**src/source/coreTypesPkg.sv**
```systemverilog
`default_nettype none

package coreTypesPkg;

    localparam int SqNWidth = 7;
    localparam int TagWidth = 7;

    typedef logic [SqNWidth-1:0] SqN;
    typedef logic [TagWidth-1:0] Tag;

    typedef enum logic [1:0] {
        FlagNone,
        FlagExcept,
        FlagOrdering
    } Flags;

    typedef struct packed {
        logic taken;
        SqN   sqN;
    } BranchProv;

    typedef struct packed {
        logic        valid;
        SqN          sqN;
        Tag          tagDst;
        logic [31:0] pc;
        Flags        flags;
    } ResUop;

    // a is younger than b in wrapping sqN order
    function automatic logic isYounger(SqN a, SqN b);
        SqN diff;
        diff = a - b;
        return $signed(diff) > 0;
    endfunction

endpackage

`default_nettype wire

```
**src/source/lsuTypesPkg.sv**
```systemverilog
`default_nettype none

package lsuTypesPkg;

    localparam int QueueDepth = 8;
    localparam int QueuePtrWidth = $clog2(QueueDepth);

    typedef logic [QueuePtrWidth-1:0] QueueIdx;
    typedef logic [QueuePtrWidth:0] QueuePtr; // extra wrap bit

    typedef enum logic [2:0] {
        OpSb,
        OpSh,
        OpSw,
        OpFsw,
        OpCboClean,
        OpCboInval,
        OpCboFlush
    } StoreOp;

    typedef enum logic [1:0] {
        CboNone,
        CboClean,
        CboInval,
        CboFlush
    } CboCode;

    typedef struct packed {
        StoreOp           opcode;
        logic [31:0]      srcA; // base
        logic [31:0]      srcB; // store data
        logic [11:0]      imm;
        coreTypesPkg::SqN sqN;
        coreTypesPkg::Tag tagDst;
        logic [31:0]      pc;
    } ExUop;

    typedef struct packed {
        logic [31:0]      addr;
        logic [31:0]      data;
        logic [3:0]       wmask;
        CboCode           cbo;
        coreTypesPkg::SqN sqN;
        logic             exception;
    } AguOp;

    typedef struct packed {
        logic [31:0] addr;
        logic [31:0] data;
        logic [3:0]  wmask;
        CboCode      cbo;
    } MemWrite;

endpackage

`default_nettype wire

```
**src/source/storeAgu.sv**
```systemverilog
`timescale 1ns/1ps
`default_nettype none

module storeAgu (
    input  logic               clk,
    input  lsuTypesPkg::ExUop  inUop,
    input  logic               accept,
    output lsuTypesPkg::AguOp  stage,
    output coreTypesPkg::ResUop resUop
);

    logic [31:0]         addr;
    logic                misaligned;
    logic                except;
    logic [3:0]          wmask;
    logic [31:0]         data;
    lsuTypesPkg::CboCode cbo;
    coreTypesPkg::Flags  flags;

    assign addr = inUop.srcA + {{20{inUop.imm[11]}}, inUop.imm};

    // --------------------
    // exception check
    always_comb begin
        case (inUop.opcode)
            lsuTypesPkg::OpSh: misaligned = addr[0];
            lsuTypesPkg::OpSw,
            lsuTypesPkg::OpFsw: misaligned = |addr[1:0];
            default: misaligned = 1'b0;
        endcase
    end

    assign except = (addr == 32'b0) || misaligned; // null pointer too

    always_comb begin
        if (except) begin
            flags = coreTypesPkg::FlagExcept;
        end else if (inUop.opcode == lsuTypesPkg::OpCboInval
                || inUop.opcode == lsuTypesPkg::OpCboFlush) begin
            flags = coreTypesPkg::FlagOrdering;
        end else begin
            flags = coreTypesPkg::FlagNone;
        end
    end

    // --------------------
    // byte lanes
    always_comb begin
        wmask = 4'b0000;
        data = inUop.srcB;
        cbo = lsuTypesPkg::CboNone;
        case (inUop.opcode)
            lsuTypesPkg::OpSb: begin
                wmask = 4'b0001 << addr[1:0];
                data = inUop.srcB << {addr[1:0], 3'b000};
            end
            lsuTypesPkg::OpSh: begin
                wmask = addr[1] ? 4'b1100 : 4'b0011;
                data = addr[1] ? inUop.srcB << 16 : inUop.srcB;
            end
            lsuTypesPkg::OpSw,
            lsuTypesPkg::OpFsw: wmask = 4'b1111;
            lsuTypesPkg::OpCboClean: begin
                data = 32'b0;
                cbo = lsuTypesPkg::CboClean;
            end
            lsuTypesPkg::OpCboInval: begin
                data = 32'b0;
                cbo = lsuTypesPkg::CboInval;
            end
            lsuTypesPkg::OpCboFlush: begin
                data = 32'b0;
                cbo = lsuTypesPkg::CboFlush;
            end
            default: wmask = 4'b0000;
        endcase
    end

    // --------------------
    // stage register and writeback
    always_ff @(posedge clk) begin
        resUop.valid <= accept; // single-cycle pulse
        if (accept) begin
            stage.addr <= {addr[31:2], 2'b00};
            stage.data <= data;
            stage.wmask <= wmask;
            stage.cbo <= cbo;
            stage.sqN <= inUop.sqN;
            stage.exception <= except;

            resUop.sqN <= inUop.sqN;
            resUop.tagDst <= inUop.tagDst;
            resUop.pc <= inUop.pc;
            resUop.flags <= flags;
        end
    end

endmodule

`default_nettype wire

```
**src/source/storeCtrl.sv**
```systemverilog
`timescale 1ns/1ps
`default_nettype none

module storeCtrl (
    input  logic                    clk,
    input  logic                    rst,
    input  logic                    inValid,
    output logic                    inReady,
    input  coreTypesPkg::SqN        inSqN,
    input  coreTypesPkg::BranchProv branch,
    input  coreTypesPkg::SqN        stageSqN,
    input  logic                    stageExcept,
    input  logic                    enqReady,
    output logic                    accept,
    output logic                    stageValid,
    output logic                    enqValid
);

    typedef enum logic {
        CtrlRun,
        CtrlKilled
    } CtrlState;

    CtrlState state;
    logic     inKill;
    logic     stageKill;
    logic     stageLeaves;

    // --------------------
    // kill decisions
    assign inKill = branch.taken && coreTypesPkg::isYounger(inSqN, branch.sqN);
    assign stageKill = stageValid && branch.taken
        && coreTypesPkg::isYounger(stageSqN, branch.sqN);

    // --------------------
    // handshakes
    // stage frees up when empty, dropped for an exception, or moving on
    assign stageLeaves = !stageValid || stageExcept || enqReady;
    assign inReady = (state == CtrlRun) && stageLeaves;
    assign accept = inValid && inReady && !inKill;
    assign enqValid = stageValid && !stageExcept && !stageKill;

    // --------------------
    // stage occupancy and state
    always_ff @(posedge clk) begin
        if (rst) begin
            stageValid <= 1'b0;
            state <= CtrlKilled; // one idle cycle out of reset
        end else begin
            if (accept) begin
                stageValid <= 1'b1;
            end else if (stageLeaves || stageKill) begin
                stageValid <= 1'b0;
            end

            // bubble only when the kill left the stage empty
            if (stageKill && !accept) begin
                state <= CtrlKilled;
            end else begin
                state <= CtrlRun;
            end
        end
    end

endmodule

`default_nettype wire

```
**src/source/storeQueue.sv**
```systemverilog
`timescale 1ns/1ps
`default_nettype none

module storeQueue (
    input  logic                    clk,
    input  logic                    rst,
    input  logic                    enqValid,
    output logic                    enqReady,
    input  lsuTypesPkg::AguOp       enqOp,
    input  coreTypesPkg::BranchProv branch,
    input  coreTypesPkg::SqN        commitSqN,
    output logic                    memValid,
    input  logic                    memReady,
    output lsuTypesPkg::MemWrite    memReq
);

    lsuTypesPkg::MemWrite entryReq [lsuTypesPkg::QueueDepth];
    coreTypesPkg::SqN     entrySqN [lsuTypesPkg::QueueDepth];

    lsuTypesPkg::QueuePtr head;
    lsuTypesPkg::QueuePtr tail;
    lsuTypesPkg::QueuePtr count;
    lsuTypesPkg::QueuePtr keepCnt;
    lsuTypesPkg::QueuePtr baseTail;
    lsuTypesPkg::MemWrite enqReq;
    logic                 full;
    logic                 empty;
    logic                 enq;
    logic                 pop;

    assign count = tail - head;
    assign empty = (head == tail);
    assign full = (head[lsuTypesPkg::QueuePtrWidth] != tail[lsuTypesPkg::QueuePtrWidth])
        && (head[lsuTypesPkg::QueuePtrWidth-1:0] == tail[lsuTypesPkg::QueuePtrWidth-1:0]);

    assign enqReady = !full;
    assign enq = enqValid && enqReady;
    assign enqReq = '{addr: enqOp.addr, data: enqOp.data, wmask: enqOp.wmask, cbo: enqOp.cbo};

    // --------------------
    // kill keeps the older entries counted from the head
    always_comb begin
        lsuTypesPkg::QueueIdx idx;
        keepCnt = '0;
        for (int i = 0; i < lsuTypesPkg::QueueDepth; i++) begin
            idx = head[lsuTypesPkg::QueuePtrWidth-1:0] + lsuTypesPkg::QueueIdx'(i);
            if (lsuTypesPkg::QueuePtr'(i) < count
                    && !coreTypesPkg::isYounger(entrySqN[idx], branch.sqN)) begin
                keepCnt = keepCnt + 1'b1;
            end
        end
    end

    assign baseTail = branch.taken ? head + keepCnt : tail; // tail pulled back on kill

    // --------------------
    // drain once the head is older than commitSqN
    assign memReq = entryReq[head[lsuTypesPkg::QueuePtrWidth-1:0]];
    assign memValid = !empty
        && coreTypesPkg::isYounger(commitSqN, entrySqN[head[lsuTypesPkg::QueuePtrWidth-1:0]]);
    assign pop = memValid && memReady;

    always_ff @(posedge clk) begin
        if (enq) begin
            entryReq[baseTail[lsuTypesPkg::QueuePtrWidth-1:0]] <= enqReq;
            entrySqN[baseTail[lsuTypesPkg::QueuePtrWidth-1:0]] <= enqOp.sqN;
        end
    end

    always_ff @(posedge clk) begin
        if (rst) begin
            head <= '0;
            tail <= '0;
        end else begin
            if (pop) begin
                head <= head + 1'b1;
            end
            tail <= baseTail + {{lsuTypesPkg::QueuePtrWidth{1'b0}}, enq};
        end
    end

endmodule

`default_nettype wire

```
**src/source/storeUnit.sv**
```systemverilog
`timescale 1ns/1ps
`default_nettype none

module storeUnit (
    input  logic                    clk,
    input  logic                    rst,
    input  logic                    inValid,
    output logic                    inReady,
    input  lsuTypesPkg::ExUop       inUop,
    input  coreTypesPkg::BranchProv branch,
    input  coreTypesPkg::SqN        commitSqN,
    output coreTypesPkg::ResUop     resUop,
    output logic                    memValid,
    input  logic                    memReady,
    output lsuTypesPkg::MemWrite    memReq
);

    logic              accept;
    logic              enqValid;
    logic              enqReady;
    lsuTypesPkg::AguOp stage;

    storeCtrl i_ctrl (
        .clk         (clk),
        .rst         (rst),
        .inValid     (inValid),
        .inReady     (inReady),
        .inSqN       (inUop.sqN),
        .branch      (branch),
        .stageSqN    (stage.sqN),
        .stageExcept (stage.exception),
        .enqReady    (enqReady),
        .accept      (accept),
        .stageValid  (),
        .enqValid    (enqValid)
    );

    storeAgu i_agu (
        .clk    (clk),
        .inUop  (inUop),
        .accept (accept),
        .stage  (stage),
        .resUop (resUop)
    );

    storeQueue i_queue (
        .clk       (clk),
        .rst       (rst),
        .enqValid  (enqValid),
        .enqReady  (enqReady),
        .enqOp     (stage),
        .branch    (branch),
        .commitSqN (commitSqN),
        .memValid  (memValid),
        .memReady  (memReady),
        .memReq    (memReq)
    );

endmodule

`default_nettype wire

```
**config.mk**
```make
export PLATFORM = sky130hd
export DESIGN_NAME = storeUnit
export DESIGN_NICKNAME = d
export VERILOG_FILES = /design/src/source/coreTypesPkg.sv /design/src/source/lsuTypesPkg.sv /design/src/source/storeAgu.sv /design/src/source/storeCtrl.sv /design/src/source/storeQueue.sv /design/src/source/storeUnit.sv
export SDC_FILE = /design/constraint.sdc
export NUM_CORES = 1
export LEC_CHECK = 0
export BUFFER_PORTS_ARGS = -buffer_cell sky130_fd_sc_hd__buf_4
export CAP_MARGIN = 20
export CORE_MARGIN = 2
export CORE_UTILIZATION = 50
export CTS_CLUSTER_SIZE = 16
export DETAILED_ROUTE_END_ITERATION = 6
export HOLD_SLACK_MARGIN = 0.12
export PLACE_DENSITY = 0.73
export SLEW_MARGIN = 10
export SYNTH_ARGS = -nofsm -noshare
export SYNTH_HDL_FRONTEND = slang
export SYNTH_SLANG_ARGS = --single-unit
```
**constraint.sdc**
```tcl
create_clock -name clk -period 17.41 [get_ports clk]
set_input_delay 4.3525 -clock clk [delete_from_list [all_inputs] [get_ports clk]]
set_output_delay 4.3525 -clock clk [all_outputs]
set_load 0.005 [all_outputs]
```
# Word-level counts from Yosys, hierarchy flattened
# Memories as Yosys holds them, arrays and structs flattened. A register that Yosys moved wholly into a read port is not among the register bits.
# Index checks and enable logic that the tools add are counted.
[totals]
ff_bits = 128
latch_bits = 0
ram_bits = 600
rom_bits = 0
inputBits = 144
elab_cells = 149
n_memories = 2
[memory_table]
columns = ["memory", "words", "width", "read_ports", "rd_ports_with_merged_regs", "write_ports", "line_no", "text"]
rows = [
  ["i_queue.entryReq", 8, 68, 1, 1, 1, "storeQueue.sv:17", "lsuTypesPkg::MemWrite entryReq [lsuTypesPkg::QueueDepth];"],
  ["i_queue.entrySqN", 8, 7, 8, 1, 1, "storeQueue.sv:18", "coreTypesPkg::SqN entrySqN [lsuTypesPkg::QueueDepth];"],
]
[classes]
n_addsub = 30
multipliers = 0
div_mod_pow = 0
magnitude_cmp = 19
n_eq_ne = 9
shifts = 2
n_mux = 25
n_bitwise = 1
n_reduce_logical = 47
[op_table]
columns = ["cell", "count"]
rows = [
  ["one-hot mux 32 bit (3 select lines)", 1],
  ["> comparator 7 x 1 -> 1 bit (second input constant)", 11],
  ["subtractor 7 bit", 11],
  ["two-way mux 4 bit", 9],
  ["adder 32 bit", 1],
  ["logical NOT 32 bit", 1],
  ["two-way mux 32 bit", 1],
  ["left shift 32 x 5 -> 32 bit", 1],
  ["adder 4 x 1 -> 4 bit (second input constant)", 7],
  ["logical AND 1 bit", 21],
  ["< comparator 3 x 4 -> 1 bit (first input constant)", 4],
  ["logical NOT 1 bit", 15],
  ["adder 3 bit (second input constant)", 4],
  ["two-way mux 3 bit", 4],
  ["one-hot mux 4 bit (3 select lines)", 1],
  ["equality test 3 bit (second input constant)", 3],
  ["< comparator 1 x 4 -> 1 bit (first input constant)", 2],
  ["< comparator 2 x 4 -> 1 bit (first input constant)", 2],
  ["adder 3 x 2 -> 3 bit (second input constant)", 2],
  ["equality test 3 x 2 -> 1 bit (second input constant)", 2],
  ["two-way mux 1 bit", 6],
  ["one-hot mux 2 bit (3 select lines)", 1],
  ["logical OR 1 bit", 5],
  ["adder 4 x 1 -> 4 bit", 1],
  ["16 further kinds", 17],
]

# Logic depth before layout (Yosys ltp)
[logic_depth]
word_depth = 22
mapped_depth = 45
ltp_nobuf = 40

# By module
# Synthesis repeated with hierarchy kept, for this count alone.
[hier_totals]
hier_cells = 2221
area_unflattened_um2 = 36174.7
[modules_own_cells]
columns = ["module", "instances", "cells_each", "area_per_inst_um2"]
rows = [
  ["storeQueue", 1, 1507, 28777.6],
  ["storeAgu", 1, 625, 6691.4],
  ["storeCtrl", 1, 89, 705.7],
]

# Worst setup path before layout
# OpenSTA, ideal clock, no wires.
[synth_timing]
path_type = "input port to flip-flop"
start = "in branch[1] (netlist name)"
end = "mem i_queue.entryReq[7][0] (netlist name) (enable)"
arrival_time_ns = 13.310
slack_ns = 3.591
stages = 30
path_buffers = 0
cell_sequence = "inv_1 ha_1 a21o_1 a21o_1 a21o_1 a21oi_1 xnor2_1 nor3_1 o22ai_1 inv_1 ha_1 xnor2_2 inv_1 ha_1 o211a_1 a21oi_1 xnor2_1 o311ai_1 ha_1 inv_1 xnor2_1 a222oi_1 inv_1 ha_1 mux2_2 inv_1 fa_1 a21o_1 or2_2 nor2_1"
[synth_via]
elab_chain_cells = 21
word_cells_on_any_way = 57
cone_classes = "add/sub (17); order compare (9); mux (11); reduce/logical (20)"
[synth_lines]
columns = ["element", "line_no", "text"]
rows = [
  ["start: declaration", "storeUnit.sv:10", "input coreTypesPkg::BranchProv branch,"],
  ["subtractor 7 bit", "coreTypesPkg.sv:33", "diff = a - b;"],
  ["> comparator 7 x 1 -> 1 bit", "coreTypesPkg.sv:34", "return $signed(diff) > 0;"],
  ["logical NOT 1 bit", "storeQueue.sv:48", "&& !coreTypesPkg::isYounger(entrySqN[idx], branch.sqN)) begin"],
  ["logical AND 1 bit", "storeQueue.sv:48", ""],
  ["two-way mux 1 bit", "storeQueue.sv:47", "if (lsuTypesPkg::QueuePtr'(i) < count"],
  ["adder 1 x 1 -> 2 bit", "storeQueue.sv:49", "keepCnt = keepCnt + 1'b1;"],
  ["two-way mux 4 bit", "storeQueue.sv:47", ""],
  ["adder 4 x 1 -> 4 bit", "storeQueue.sv:49", ""],
  ["[5 not listed]", "n/a", ""],
  ["adder 4 x 1 -> 4 bit", "storeQueue.sv:49", ""],
  ["two-way mux 4 bit", "storeQueue.sv:47", ""],
  ["adder 4 x 1 -> 4 bit", "storeQueue.sv:49", ""],
  ["two-way mux 4 bit", "storeQueue.sv:47", ""],
  ["adder 4 x 1 -> 4 bit", "storeQueue.sv:49", ""],
  ["two-way mux 4 bit", "storeQueue.sv:47", ""],
  ["adder 4 bit", "storeQueue.sv:54", "assign baseTail = branch.taken ? head + keepCnt : tail;"],
  ["two-way mux 4 bit", "storeQueue.sv:54", ""],
  ["end: declaration", "storeQueue.sv:17", ""],
]
# Parallel ways exist; a longest one is shown, timed or not.

# Worst setup path after layout
[layout_timing]
start = "in branch[1] (netlist name)"
end = "mem i_queue.entryReq[3][66] (netlist name) (enable)"
# The elaborated chain is that of the path after synthesis.

==> results.sh <==
export IMPL_status="complete, no violations"
export IMPL_synthSimpleGateAreaFrac_pct=4.53
export IMPL_fin_nets=2646
export IMPL_grt_pass1_vias=20400
export IMPL_synth_top_area_share_pct=61.8
export IMPL_r2r_slack_ps=5660
export IMPL_clk_path_buf_depth=3
export IMPL_synthTopCellsByCount="edfxtp_1 (717), mux4_2 (208), ha_1 (119)"
export IMPL_synth_edff_count=717
export IMPL_synthAdderAreaFrac_pct=5.10
export IMPL_numCtsBuffers=72
export IMPL_die_area_um2=71800
export IMPL_power_total_mw=5.86
export IMPL_die_height_um=268
export IMPL_synth_top_family_by_area="multiplexers"
export IMPL_start_kind="input port"
export IMPL_post_cts_buffers=0
export IMPL_place_congestion=0.920
export IMPL_placed_cells=3226
export IMPL_ff2ff_path_depth=37
export IMPL_yosysWarningCount=0
export IMPL_hold_viol_final=0
export IMPL_async_flop_share_pct=0
export IMPL_critPathKind="in2reg"
export IMPL_dr_pass1_iters=5
export IMPL_drc=0
export IMPL_dp_final_hpwl_um=51700
export IMPL_period_share_pct=73.7
export IMPL_netlist_top_cells_area="edfxtp_1 (62%), mux4_2 (13%), ha_1 (4.3%)"
export IMPL_reg2reg_from="i_queue.head[0]"
export IMPL_p_leak_nw=13.9
export IMPL_hold_buffers=0
export IMPL_diodes=0
export IMPL_critPathSlowestCell="nor2_4"
export IMPL_design_area_um2=40200
export IMPL_vias_per_cell=5.99
export IMPL_rsz0062_at_grt="false"
export IMPL_wl_per_cell_um=23.9
export IMPL_drive_gt1_share_pct=29.5
export IMPL_cts_root_buf="clkbuf_16"
export IMPL_synthXorXnorAreaFrac_pct=2.97
export IMPL_netlist_area_um2=34900
export IMPL_path_clk_slew_ps=60
export IMPL_worst_slew_pin_slew_ps=1040
export IMPL_ys_flop_type="edfxtp_1"
export IMPL_cp_end_kind="flop"
export IMPL_fp_row_count=96
export IMPL_io_pins=265
export IMPL_synth_compound_area_share_pct=5.59
export IMPL_setup_viol_count_final=0
export IMPL_max_freq_ghz=0.0779
export IMPL_cellPowerDensity_nw_per_um2=146
export IMPL_cts_htree_levels=3
export IMPL_r2r_end="i_queue.entryReq[3][66]"
export IMPL_period_minus_slack_ps=12830
export IMPL_track_usage_pct=22.6
export IMPL_synthToLayoutAreaGrowth_pct=15.4
export IMPL_slew_headroom_pct=29.0
export IMPL_grt_overflow=0
export IMPL_cts_resized=0
export IMPL_grt_start_max_net_pins=73
export IMPL_insertion_delay_ps=620
export IMPL_drtIter0Drc=2012
export IMPL_max_stage_delay_ps=840
export IMPL_drv_slew=0
export IMPL_min_to="i_ctrl.stageValid"
export IMPL_die_width_um=268
export IMPL_worst_path_max_fanout=48
export IMPL_numPortBuffers=262
export IMPL_grt_pass1_wl_um=122000
export IMPL_yosys_area_top_type="edfxtp_1"
export IMPL_worstPathArrival_ps=13060
export IMPL_synthCells=2092
export IMPL_synth_area_mux_share_pct=17.3
export IMPL_place_area_um2=37900
export IMPL_ant_nets=0
export IMPL_core_um2=68800
export IMPL_finClkSkew_ps=27.2
export IMPL_routed_wl_um=80400
export IMPL_finalSetupTns_ps=0
export IMPL_ys_ff_latch=731
export IMPL_synth_seq_area_share_pct=62.6
export IMPL_worstPathRequired_ps=17640
export IMPL_numClockSinks=731
export IMPL_yosysMostFrequentCell="edfxtp_1"
export IMPL_yosysUniqueCellTypes=82
export IMPL_worstHoldPathCells=2
export IMPL_avgSynthCellArea_um2=16.7
export IMPL_instances_no_fill=3358
export IMPL_initial_core_util_pct=50.6
export IMPL_cap_violations=0
export IMPL_ir_drop_mv=0.168
export IMPL_tritoncts="yes"
export IMPL_min_from="i_ctrl.stageValid"
export IMPL_hold_class="reg2reg"
export IMPL_antenna_found_initial=0
export IMPL_via_count=20100
## routing by layer
| layer | track usage [%] | vias up | routed length (µm) |
|---|---|---|---|
| met3 | 3.18 | 110 | 5670 |
| met1 | 30.9 | 10200 | 33200 |
| met2 | 37.8 | 850 | 39700 |
| li1 | - | 8891 | - |
| met4 | 6.81 | 0 | 1910 |
| met5 | 0 | - | 0 |
## power breakdown
| group | leakage, nW | switching, mW | internal [mW] |
|---|---|---|---|
| clock | 1.11 | 0.645 | 0.860 |
| sequential | 6.61 | 0.111 | 2.07 |
| combinational | 6.15 | 1.15 | 1.03 |
## how the worst max path moves through the flow
stage                         start                       to  slack (ps)
after floorplan           branch[1]   i_queue.entryReq[7][0]        3590
after global placement    branch[1]  i_queue.entryReq[3][58]        4140
after detailed placement  branch[1]  i_queue.entryReq[3][59]        4000
after CTS                 branch[1]   i_queue.entrySqN[3][0]        4590
after global routing      branch[1]   i_queue.entryReq[3][0]        3850
final                     branch[1]  i_queue.entryReq[3][66]        4580
## cell type report
type | instances | area, µm²
repair buffers | 291 | 2180
clock buffers | 98 | 2000
flip-flops and latches | 731 | 21800
fillers | 5059 | 28600
clock inverters | 34 | 299
well taps | 931 | 1160
inverters | 75 | 284
multi-input cells | 1198 | 12500
## worst max-delay path: cells and delay by family
| family | cells | cell delay, ps |
|---|---|---|
| compound gates | 9 | 2230 |
| xor+xnor | 5 | 730 |
| fa+ha+maj | 6 | 2050 |
| buf+inv | 7 | 1820 |
| mux | 2 | 600 |
| simple gates | 3 | 1170 |
## per-stage QoR
stage	hold WS, ps	setup WS, ps	utilization [%]
floorplan	506	3590	-
global placement	520	4140	55.1
detailed placement	545	4000	55.1
CTS	552	4590	58.4
global route	574	3850	58.4
finish	553	4580	58.4
## cell usage in the layout (no fill, tap or decap), types with 36 or more instances in the layout
| cell | netlist | final |
|---|---|---|
| nand2_1 | 91 | 91 |
| ha_1 | 119 | 119 |
| clkbuf_16 | 0 | 75 |
| inv_1 | 73 | 72 |
| mux4_2 | 208 | 208 |
| nor2_1 | 85 | 77 |
| o21ai_0 | 51 | 51 |
| a21o_1 | 44 | 44 |
| a21oi_1 | 90 | 90 |
| buf_4 | 9 | 290 |
| mux2i_1 | 36 | 36 |
| mux2_2 | 88 | 88 |
| xor2_1 | 47 | 46 |
| edfxtp_1 | 717 | 717 |
| xnor2_1 | 62 | 62 |
## registers in the layout (all words and copies together), names as in the netlist, named ones only
register and flops:
i_queue.entryReq 544, i_agu.stage 76, i_queue.entrySqN 56, i_agu.resUop 42
i_queue.head 4, i_queue.tail 4, i_ctrl.stageValid 1, i_ctrl.state 1
## logic make-up after synthesis
logic type,after synthesis
muxes,333
adders and majority gates,134
AOI/OAI and AO/OA,298
DFF,731
xor gates and xnor gates,113
other,1
buffers and inverters,164
and+or+nand+nor,318
Note: power is estimated with default switching activity, not from simulation.
